## src/hw/hv_macros.svh

```systemverilog
`ifndef HV_MACROS_SVH
`define HV_MACROS_SVH

// hypervector width in bits, power of two and a multiple of the chunk width
`define HV_DIM 256

// random chunk width fed in from outside
`define HV_CHUNK 32

// item memory depth
`define HV_ITEMS 512

// hardware threads, two or more
`define HV_THREADS 5

// instruction word width
`define HV_INST_W 16

`endif

```

## src/hw/hv_data_pkg.sv

```systemverilog
`default_nettype none

`include "hv_macros.svh"

package hv_data_pkg;

    // one full hypervector
    typedef logic [`HV_DIM-1:0] hv_vec_t;

    // one random chunk from outside
    typedef logic [`HV_CHUNK-1:0] hv_chunk_t;

    // item memory address
    typedef logic [$clog2(`HV_ITEMS)-1:0] item_addr_t;

    // thread number, fixed at 3 bits by the encoding
    typedef logic [2:0] thread_idx_t;

    // rotate amount field of an op
    typedef logic [9:0] rot_amt_t;

endpackage

`default_nettype wire

```

## src/hw/hv_result.sv

```systemverilog
`timescale 1ns/1ps
`default_nettype none

module hv_result
    import hv_data_pkg::*;
(
    input  wire             clk,
    input  wire             arst_n,
    input  wire             run,
    input  wire             do_store,
    input  wire             do_last,
    input  wire hv_vec_t    store_vec,
    output logic            result_valid,
    output logic            last,
    output hv_vec_t         result
);

    hv_vec_t store_buf;

    // one-cycle strobes
    always_ff @(posedge clk or negedge arst_n) begin
        if (!arst_n) begin
            result_valid <= 1'b0;
            last         <= 1'b0;
        end else if (!run) begin
            result_valid <= 1'b0;
            last         <= 1'b0;
        end else begin
            result_valid <= do_store;
            last         <= do_last;
        end
    end

    always_ff @(posedge clk) begin
        if (!run) begin
            store_buf <= '0;
        end else if (do_store) begin
            store_buf <= store_vec;
        end
    end

    // zero unless a store is being presented
    assign result = result_valid ? store_buf : '0;

endmodule

`default_nettype wire

```

## config.mk

```make
export PLATFORM = sky130hd
export DESIGN_NAME = hv_result
export DESIGN_NICKNAME = d
export VERILOG_FILES = /design/src/hw/hv_data_pkg.sv /design/src/hw/hv_result.sv
export VERILOG_INCLUDE_DIRS = /design/src /design/src/hw
export SDC_FILE = /design/constraint.sdc
export NUM_CORES = 1
export LEC_CHECK = 0
export CAP_MARGIN = 40
export CORE_AREA = 3 3 202 204
export CTS_BUF_LIST = sky130_fd_sc_hd__clkbuf_16
export DETAILED_ROUTE_END_ITERATION = 6
export DIE_AREA = 0 0 205 207
export DONT_BUFFER_PORTS = 1
export GPL_TIMING_DRIVEN = 0
export PLACE_DENSITY = 0.49
export SLEW_MARGIN = 20
export SYNTH_ARGS = -nofsm -noshare
export SYNTH_HDL_FRONTEND = slang
export SYNTH_SLANG_ARGS = --single-unit
export TNS_END_PERCENT = 20
```

## constraint.sdc

```tcl
create_clock -name clk -period 1 [get_ports clk]
set_input_delay 0.05 -clock clk [delete_from_list [all_inputs] [get_ports clk]]
set_output_delay 0.05 -clock clk [all_outputs]
set_load 0.1 [all_outputs]
```

* After elaboration in Yosys (flattened, before gate mapping)
Cells that the tools add are included.
** Word-level totals
- Register bits after elaboration :: 258
- Word-level logic and storage cells :: 6
- Input bits :: 261
** Operators by class
- Multiplexer cells :: 3
** Operator list (count)
- $mux W256 :: 1
- $mux W1 :: 2

* Depth between registers and ports, before layout
- Depth after elaboration :: 1
- Depth in mapped cells :: 5
- Gate-level depth less buffers :: 2

* Worst setup path after synthesis
No wires, ideal clock.
- Kind :: register to output
- From :: register result_valid
- To :: output port result[100]
- Setup slack :: -1.288 ns
- Cell stages (with the launch flop) :: 4
- Data arrival time :: 2.238 ns
- Cells stage by stage :: dfrtp_1 > buf_2 > clkbuf_1 > and2_1
** Between the ends
- Longest elaborated chain between the ends :: 1
** Ends and longest elaborated chain
- from (decl) :: line hv_result.sv:13 : output logic result_valid,
- from (signal assigned) :: line hv_result.sv:29 : result_valid <= do_store;
- $mux W256 :: line hv_result.sv:43 : assign result = result_valid ? store_buf : '0;
- to (decl) :: line hv_result.sv:15 : output hv_vec_t result
No other way between the ends.

* Worst setup path after layout
- From :: register result_valid
- To :: output port result[75]
Same word-level chain as after synthesis.

==> impl_metrics.json <==
{
  "ys_seq_elements": 258,
  "drt-initial-drc-count": 285,
  "violations_in_the_final_reports": "setup timing",
  "area_fraction_in_compound_gates_after_synthesis_pct": 0,
  "tritoncts_clock_tree": "done",
  "clk_pin_slew_worst_setup_hold_paths_ns": 0.06,
  "layout.cells.most_common_list": "sky130_fd_sc_hd__dlygate4sd3_1 (260), sky130_fd_sc_hd__and2_4 (256), sky130_fd_sc_hd__mux2i_1 (256), sky130_fd_sc_hd__nor2b_1 (256), sky130_fd_sc_hd__dfxtp_1 (256)",
  "setup.worst_path.class": "flip-flop to output port",
  "htree_levels": 1,
  "max-clock-path-buffers": 3,
  "post_route_cells_drive_above_1_share_pct": 25.2,
  "critPathSlowestCell": "sky130_fd_sc_hd__dfrtp_4",
  "clkLatencyLatePin_ns": 0.56,
  "crit_path_cell_trace": "buf_12 -> clkbuf_4 -> and2_4",
  "antenna_found_initial": 3,
  "die-height_um": 207,
  "number_of_buffer_cells_added_on_primary_ports": 0,
  "critical_path.top_delay_family": "flip-flops",
  "detail_route.first_pass.iterations": 4,
  "critPathBufInv": 2,
  "vdd_drop_max_mv": 1.29,
  "placedCellCount": 1638,
  "ctsRootBufferMaster": "sky130_fd_sc_hd__clkbuf_16",
  "synthXorXnorAreaFrac_pct": 0,
  "area.growth.synth_to_final_pct": 44.0,
  "fin_hold_ws_ns": 0.0505,
  "worstHoldPathCells": 4,
  "weighted_congestion_reported_at_the_end_of_routability_driven_placement": 0.761,
  "synth_largest_type_area_fraction_pct": 44.2,
  "core_region_area_um2": 39500,
  "timing.critical_path.required_ns": 0.95,
  "fmaxAchievable_ghz": 0.469,
  "leading_cell_types_by_total_area_after_synthesis": "sky130_fd_sc_hd__dfxtp_1 (44%), sky130_fd_sc_hd__mux2i_1 (22%), sky130_fd_sc_hd__and2_1 (14%), sky130_fd_sc_hd__nor2b_1 (14%), sky130_fd_sc_hd__buf_8 (3.1%)",
  "rsz0062_at_grt": "yes",
  "synth.avg_cell_area_um2": 10.4,
  "timing.final.hold_violations": 0,
  "route.detailed.wl_per_inst_um": 18.9,
  "worst_clock_skew_ns": 0,
  "groute.layer.met3.usage_pct": 4.34,
  "yosys_warning_total": 0,
  "globalRouteMet2Util_pct": 29.3,
  "total_global_routing_overflow": 0,
  "grt_start_max_net_pins": 15,
  "setup_viol": 258,
  "setup.worst_path.end_class": "output port",
  "worstSetupPathDepth": 3,
  "run_status": "finished, violations left",
  "placementRows": 73,
  "worstHoldPathType": "primary input to flip-flop",
  "fin_total_pwr_mw": 26.8,
  "globalRoute.busiestLayer": "met2",
  "leakage_nw": 7.24,
  "yosysTopAreaCell": "sky130_fd_sc_hd__dfxtp_1",
  "detailed_place.area_um2": 12600,
  "horizontal_extent_of_the_die_um": 205,
  "post_synth_mux_area_share_pct": 22.1,
  "worstRegToRegCells": 2,
  "groute.layer.met1.usage_pct": 19.7,
  "cts.repair_timing.setup_buffer_count": 0,
  "synth_simple_gate_area_share_pct": 27.7,
  "postSynthNetCount": 1374,
  "globalRouteTotalUtil_pct": 16.5,
  "synth_seq_area_share_pct": 44.6,
  "data_arrival_time_of_the_critical_path_ns": 2.08,
  "setup_tns_ns": -273.93,
  "min_period_over_period_pct": 213,
  "worstMarginPinSlew_ns": 0.460,
  "worst_rel_slew_slack_pct": 69.4,
  "numClockSinks": 258,
  "initial_utilization_pct": 29.4,
  "min_cycle_time_layout_ns": 2.13,
  "finalNonFillerCells": 1956,
  "synth_fa_ha_area_share_pct": 0,
  "netlist-cell-type-count": 10,
  "critical_path_maximum_fanout": 10,
  "setup_ws_ns": -1.13,
  "combinational_family_with_the_most_area_after_synthesis": "simple AND/OR/NAND/NOR gates",
  "numCtsBuffers": 31,
  "drt_drc_violations_left": 0,
  "worst_setup_path_start_kind": "flip-flop",
  "synthesis.instances": 1113,
  "vias": 8469,
  "wirelength_mm": 36.9,
  "crit_path_max_incr_delay_ns": 0.70,
  "dp_hpwl_mm": 27.0,
  "boundaryPins": 519,
  "final-max-slew-violation-count": 0,
  "finalNetCount": 1667,
  "ant_nets": 0,
  "syn-cell-area_um2": 11600,
  "grt_first_pass_wirelength_mm": 55.4,
  "die-area_um2": 42400,
  "avgViaCountPerCell": 4.33,
  "drv_cap": 0,
  "mostFrequentLayoutCell": "sky130_fd_sc_hd__dlygate4sd3_1",
  "first_global_vias": 9146,
  "p_per_area_nw_per_um2": 1600,
  "final_area_um2": 16700
}
## routing by layer
| metal | vias to the layer above | wire, um |
|---|---|---|
| li1 | 4161 | - |
| met1 | 3983 | 15200 |
| met2 | 277 | 18600 |
| met3 | 44 | 2490 |
| met4 | 4 | 653 |
| met5 | - | 14 |
## registers in the layout (all words and copies together) (netlist names)
register / cells
store_buf: 256
result_valid: 1
last: 1
## cells in the mapped netlist
library cell / n
sky130_fd_sc_hd__nor2b_1: 256
sky130_fd_sc_hd__buf_12: 2
sky130_fd_sc_hd__and2_1: 258
sky130_fd_sc_hd__dfrtp_1: 2
sky130_fd_sc_hd__buf_2: 5
sky130_fd_sc_hd__buf_8: 24
sky130_fd_sc_hd__clkbuf_1: 51
sky130_fd_sc_hd__buf_4: 3
sky130_fd_sc_hd__dfxtp_1: 256
sky130_fd_sc_hd__mux2i_1: 256
## cell families after synthesis
logic type,Yosys count
DFF,258
buffers and inverters,85
and+or+nand+nor,514
muxes,256
## worst paths after layout
check | from | endpoint | slack, ns
min in group asynchronous | arst_n | last | 0.25
hold reg to reg | store_buf[155] | store_buf[155] | 0.51
max in group asynchronous | arst_n | result_valid | 0.61
setup reg to reg | store_buf[229] | store_buf[229] | 0.34
hold / removal | do_store | store_buf[253] | 0.05
setup / recovery | result_valid | result[75] | -1.13
## through the flow
step                setup slack [ns]  utilization (%)
finish                         -1.13             42.3
global route                   -1.23             42.3
CTS                            -1.20             42.3
detailed placement             -1.20             32.0
global placement               -1.19             32.0
floorplan                     -0.594                -
## area by class of cell
type                    count  area (um2)
fillers                  3798       22800
multi-input cells         770        6420
flip-flops and latches    258        5180
repair buffers            260        2600
plain buffers              85         910
clock buffers              31         776
well taps                 525         657
clock inverters            26         145
diodes                      1        2.50
## worst min-delay path, cell delays in order
cell and delay [ns]:
sky130_fd_sc_hd__buf_4 0.15, sky130_fd_sc_hd__buf_8 0.18, sky130_fd_sc_hd__mux2i_1 0.09, sky130_fd_sc_hd__nor2b_1 0.09
## power by group
group          internal, mW  switching (mW)
clock network          5.84            4.45
registers              10.9           0.367
logic                  2.07            3.12
## timing repair
action                     CTS  global route
setup endpoints to repair  258           278
resized for setup          286            16
hold buffers               260             0
hold endpoints to repair   259             0
pin swaps                  189            47
No activity file was read; power rests on OpenSTA's default activity.
