===== src/hw/hv_macros.svh =====
`ifndef HV_MACROS_SVH
`define HV_MACROS_SVH

// hypervector width in bits, power of two and a multiple of the chunk width
`define HV_DIM 256

// random chunk width fed in from outside
`define HV_CHUNK 32

// item memory depth
`define HV_ITEMS 512

// hardware threads, two or more
`define HV_THREADS 5

// instruction word width
`define HV_INST_W 16

`endif


===== src/hw/hv_data_pkg.sv =====
`default_nettype none

`include "hv_macros.svh"

package hv_data_pkg;

    // one full hypervector
    typedef logic [`HV_DIM-1:0] hv_vec_t;

    // one random chunk from outside
    typedef logic [`HV_CHUNK-1:0] hv_chunk_t;

    // item memory address
    typedef logic [$clog2(`HV_ITEMS)-1:0] item_addr_t;

    // thread number, fixed at 3 bits by the encoding
    typedef logic [2:0] thread_idx_t;

    // rotate amount field of an op
    typedef logic [9:0] rot_amt_t;

endpackage

`default_nettype wire


===== src/hw/hv_inst_pkg.sv =====
`default_nettype none

`include "hv_macros.svh"

package hv_inst_pkg;

    import hv_data_pkg::*;

    // one instruction word, read as a load or as an op
    // bit 15 is is_load in both views
    typedef union packed {
        // load r2 from item memory
        struct packed {
            logic                                        is_load;
            logic [`HV_INST_W-$bits(item_addr_t)-2:0]    unused;
            item_addr_t                                  item_addr;
        } ld;
        // rotate / xor / writeback / store / last
        struct packed {
            logic       is_load;
            logic       rotate;
            logic       wr_r2;
            logic       store;
            logic       wr_r1;
            // ignored when store is also set
            logic       last;
            rot_amt_t   rot_amt;
        } op;
    } hv_inst_u;

endpackage

`default_nettype wire


===== src/hw/hv_decode.sv =====
`timescale 1ns/1ps
`default_nettype none

`include "hv_macros.svh"

module hv_decode
    import hv_data_pkg::*;
    import hv_inst_pkg::*;
(
    input  wire               clk,
    input  wire               arst_n,
    input  wire               run,
    input  wire               inst_valid,
    input  wire hv_inst_u     inst,
    output thread_idx_t       rd_thread,
    output logic              ex_valid,
    output hv_inst_u          ex_inst,
    output thread_idx_t       ex_thread
);

    localparam thread_idx_t LAST_THREAD = thread_idx_t'(`HV_THREADS - 1);

    thread_idx_t thread;

    // round-robin thread counter and the execute strobe
    always_ff @(posedge clk or negedge arst_n) begin
        if (!arst_n) begin
            thread   <= '0;
            ex_valid <= 1'b0;
        end else if (!run) begin
            thread   <= '0;
            ex_valid <= 1'b0;
        end else begin
            ex_valid <= inst_valid;
            if (inst_valid) begin
                if (thread == LAST_THREAD) begin
                    thread <= '0;
                end else begin
                    thread <= thread + 1'b1;
                end
            end
        end
    end

    // instruction register, only meaningful with ex_valid
    always_ff @(posedge clk) begin
        if (run && inst_valid) begin
            ex_inst   <= inst;
            ex_thread <= thread;
        end
    end

    // register files are read with the thread before it advances
    assign rd_thread = thread;

endmodule

`default_nettype wire


===== config.mk =====
export PLATFORM = sky130hd
export DESIGN_NAME = hv_decode
export DESIGN_NICKNAME = d
export VERILOG_FILES = /design/src/hw/hv_data_pkg.sv /design/src/hw/hv_inst_pkg.sv /design/src/hw/hv_decode.sv
export VERILOG_INCLUDE_DIRS = /design/src /design/src/hw
export SDC_FILE = /design/constraint.sdc
export NUM_CORES = 1
export LEC_CHECK = 0
export BUFFER_PORTS_ARGS = -buffer_cell sky130_fd_sc_hd__buf_2
export CORE_UTILIZATION = 41
export CTS_CLUSTER_SIZE = 14
export DETAILED_ROUTE_END_ITERATION = 16
export PLACE_DENSITY = 0.75
export SLEW_MARGIN = 20
export SYNTH_ARGS = -nofsm -noshare
export SYNTH_HDL_FRONTEND = slang
export SYNTH_SLANG_ARGS = --single-unit

===== constraint.sdc =====
create_clock -name clk -period 1.4 [get_ports clk]
set_input_delay 0.14 -clock clk [delete_from_list [all_inputs] [get_ports clk]]
set_output_delay 0.14 -clock clk [all_outputs]
set_load 0.1 [all_outputs]

Yosys cells after proc, flatten, opt, wreduce, memory -nomap -nowiden

Index checks and enable logic that the tools add are counted.

Flip-flop bits (word level): 23
Bits in latches: 0
RAM bits: 0
Bits in read-only memories: 0
Input bits: 20
Output and inout port bits: 23
Word-level logic and storage cells: 12
Memories: 0

Add/subtract/negate cells: 1
Multipliers: 0
Divide/modulo/power cells: 0
$lt $le $gt $ge: 0
Equality and inequality tests: 2
Shift-type cells: 0
Mux-type cells: 4
Bitwise logic cells: 0
Reductions and logical operators: 1

Operators by type and width:

| kind                                                            | number |
|---|---|
| 3-bit 2-to-1 mux                                                | 3 |
| 3-bit by 1-bit adder with 3-bit output, second input constant   | 1 |
| 3-bit == test, second input constant                            | 1 |
| 2-bit by 1-bit != test with 1-bit output, second input constant | 1 |
| 1-bit logical AND                                               | 1 |
| 1-bit 2-to-1 mux                                                | 1 |

Depth between registers and ports, before layout

Depth in word-level cells: 4
Mapped depth: 5
Gate-level depth less buffers: 5

Worst setup path before layout

No wires, ideal clock.

Path type: register to register
Start: reg thread[0], in the netlist rd_thread[0]
End: reg thread[2], in the netlist rd_thread[2]
Setup time: 0.067 ns
Arrival time: 1.638 ns
Data required time: 1.333 ns
Path slack: -0.305 ns
Cell stages (with the launch flop): 5
Path buffers: 0
Clock period less this slack: 1.705 ns
Cells stage by stage: dfrtp_1 -> inv_1 -> ha_1 -> o211ai_1 -> and3b_1

Longest elaborated chain between the ends: 4
Elaborated cells on any way between the ends: 5
Classes of those cells: 1 x add/sub; 1 x eq/ne; 3 x mux

RTL lines:

| what                                                                    | line                             | text |
|---|---|---|
| start, declared                                                         | hv_decode.sv:23                  | `thread_idx_t thread;` |
| start signal, assigned                                                  | hv_decode.sv:39                  | `thread <= thread + 1'b1;` |
| 3-bit by 1-bit adder with 3-bit output or 3-bit == test (tied branches) | hv_decode.sv:39, hv_decode.sv:36 |  |
| 3-bit 2-to-1 mux (*)                                                    | hv_decode.sv:36                  | `if (thread == LAST_THREAD) begin` |
| 3-bit 2-to-1 mux (*)                                                    | hv_decode.sv:35                  | `if (inst_valid) begin` |
| 3-bit 2-to-1 mux (*)                                                    | hv_decode.sv:30                  | `end else if (!run) begin` |

Every way passes the cells marked *; elsewhere a longest branch is shown, timed or not. The select of a mux whose other input is x is not followed.
A chain may end at the register's enable or synchronous reset.

Final worst setup path

Start: reg thread[0], in the netlist rd_thread[0]
End: out rd_thread[0]

RTL lines:

| what          | line            | text |
|---|---|---|
| end, declared | hv_decode.sv:15 | `output thread_idx_t rd_thread,` |

No word-level cell between the ends.

==> metrics.md <==
| Metric | Value |
|---|---|
| GRT overflow | 0 |
| Max-Slew Margin vs Limit | 0.670 |
| Ports | 43 |
| Synth cell types | 14 |
| Met3 GRT Util | 0.0280 |
| Crit path cell chain | buf_2 |
| Die width | around 45 um |
| Pins Over Slew Limit | 0 |
| Fill cell total of the finished layout | about 130 |
| Largest family of logic cells by synthesized area | simple AND/OR/NAND/NOR gates |
| Synthesized instance count | 37 |
| GRT busiest layer | met2 |
| Clock Latency Late Sink | between 200 and 300 ps |
| Antenna viol nets, final | 0 |
| Buf/Inv on CP | 1 |
| Critical Path Sink Type | primary output |
| Cell family with most CP delay | buffers and inverters |
| WL final | between 1 and 1.5 mm |
| Die Span Y | approximately 45 um |
| Most frequent cells in the layout | 42 x buf_2, 19 x edfxtp_1, 13 x dlygate4sd3_1 |
| Minimum clock period | around 1300 ps |
| Critical Path Max Stage Delay | around 440 ps |
| Initial Util | 0.442 |
| Met1 Resource Use GR | 0.129 |
| Antenna Cells | 0 |
| Synthesized area per cell | approximately 21 um^2 |
| H-tree levels | 1 |
| CTS tree | yes |
| 1st-iter DRT viols | 12 |
| Commonest non-fill, non-tap cell in the layout | buf_2 |
| Via count | 513 |
| NumNets Final | 119 |
| Critical Path RT | approximately 1300 ps |
| Leak Pwr | 0.518 nW |
| Multiplexer area fraction after synthesis | 0.0130 |
| Num CTS Buffers | 3 |
| Drt wl/cell | 11.3 um |
| Gr usage total | 0.111 |
| PD cells | about 1300 mW/mm^2 |
| Setup tns final | 0 ps |
| Area post-placement | ~0.0010 mm^2 |
| Antenna violations before repair | 0 |
| Multi-input gate area | approximately 90 um^2 |
| Status | completed |
| Post-Synth Simple-Gate Area | 0.0487 |
| Flops & latches, synth | 23 |
| Placed wire-length estimate | about 850 um |
| RSZ-0062 raised after global routing | no |
| Slew at the pin closest to its max-slew limit | between 400 and 500 ps |
| Max-Cap Viols | 0 |
| Vias in the first global route | between 300 and 400 |
| Layout cells sized above 1 | 0.521 |
| Ys Warns | 0 |
| Final Hold Violating Endpoints | 0 |
| GR Util met2 | 0.174 |
| Critical setup path kind | flop to primary output |
| Xor and xnor area share after synthesis | 0 |
| Adder-cell share of the synthesized area | 0.0325 |
| CTS clk-pin slew, worst paths | ~110 ps |
| First-pass GRT wire length | roughly 1.5 mm |
| Syn nets | between 50 and 60 |
| Post-route design area | approximately 0.0012 mm^2 |
| Die area | approximately 0.0021 mm^2 |
| Sequential share of the synthesized area | 0.870 |
| Mapped Area | just under 800 um^2 |
| Setup-violating endpoint count in the final report | 0 |
| Largest net degree at the start of global routing | 21 |
| Drt drc | 0 |
| Fin Clk Skew | about 1.0 ps |
| Hold WC Path Type | input pin to flop |
| Arrival time worst endpoint | approximately 1200 ps |
| Buffers on Ports | 42 |
| Register area | approximately 670 um^2 |
| Site Rows | 15 |
| CTS Sinks | 23 |
| Worst vdd ir | between 0.0009 and 0.001 V |
| Max Fclk | between 700 and 800 MHz |
| Max Root-Sink Buffers | 2 |
| Area grow syn2layout | 52.3% |
| Worst Path Max Fanout | 5 |
| Gpl congestion | roughly 0.60 |
| CTS root buffer | clkbuf_4 |
| Vias per inst | approximately 4.2 |
| Drt pass-1 iters | 4 |
| Slowest CP cell | buf_2 |
| Tcrit/Tclk final | 0.920 |
| Post CTS Setup Buffer Count | 0 |
| Critical Path Source Type | flop |
| Total core area | around 0.0017 mm^2 |
| Compound-Gate Fraction of Synth Area | 0.0260 |
worst register-to-register path, stage by stage, from the launching register on:
cell      delay (ps)
dfrtp_2          420
inv_1             70
ha_1             210
o211ai_1         160
and3b_1          170
cells in the mapped netlist:
| cell | n | area (um^2) |
|---|---|---|
| nand2_1 | 1 | 3.75 |
| inv_1 | 2 | 7.51 |
| edfxtp_1 | 19 | 571 |
| a21boi_0 | 1 | 7.51 |
| o211ai_1 | 1 | 7.51 |
| and2_2 | 1 | 7.51 |
| and3b_1 | 1 | 8.76 |
| nand3_1 | 1 | 5.00 |
| ha_1 | 2 | 25.0 |
| dfrtp_1 | 4 | 100 |
| a21oi_1 | 1 | 5.00 |
| mux2i_1 | 1 | 10.0 |
| nor2b_1 | 1 | 6.26 |
| nand2b_1 | 1 | 6.26 |
power breakdown:
part           switching [mW]  internal, mW  total (mW)
Combinational           0.345        0.0777       0.422
Clock                   0.171         0.106       0.277
Sequential             0.0132         0.788       0.801
Total                   0.528         0.972        1.50
cells by family after synthesis:
kind of cell               after synthesis
buffers and inverters                    2
AOI/OAI and AO/OA                        3
muxes                                    1
DFF                                     23
and+or+nand+nor                          6
adders and majority gates                2
layout make-up:
type	instances	area share
clock inverters	1	0.00426
inverters	2	0.00640
clock buffers	3	0.0192
multi-input cells	12	0.0789
flip-flops and latches	23	0.575
well taps	25	0.0267
repair buffers	55	0.290
final timing paths:
| kind | startpoint | to | slack, ps | depth (start not counted) |
|---|---|---|---|---|
| max | rd_thread[0] | rd_thread[0] | 110 | 1 |
| min | inst[2] | ex_inst[2] | 20 | 1 |
| max reg2reg | rd_thread[0] | rd_thread[2] | 320 | 4 |
| min reg2reg | rd_thread[1] | ex_thread[1] | 520 | 0 |
| max in group asynchronous | arst_n | rd_thread[1] | 1100 | 2 |
| min in group asynchronous | arst_n | rd_thread[0] | 170 | 2 |
per-stage QoR:
stage	setup slack (ps)	std cells	hold WS [ps]	util	power [mW]
after floorplan	5.42	37	-156	-	1.14
after global placement	343	104	-51.7	0.582	1.21
after detailed placement	317	104	-49.6	0.582	1.21
after CTS	97.6	109	4.39	0.604	1.49
after global routing	65.8	121	1.81	0.672	1.56
final	112	121	16.7	0.672	1.50
state kept, by name, summed over array words and instances, names as in the netlist:
register,flops
ex_valid,1
ex_inst,16
ex_thread,3
rd_thread,3
routing by layer:
| layer | vias to the layer above | routed length, um |
|---|---|---|
| met4 | 0 | 24 |
| met1 | 230 | 539 |
| li1 | 254 | - |
| met2 | 27 | 727 |
| met5 | - | 0 |
| met3 | 2 | 79 |
timing repair:
item                                   in CTS  in global routing
hold buffers                                1                 12
endpoints found under the hold margin       4                 12
resized for setup                           0                  0
Power figures use the tool's default switching activity.
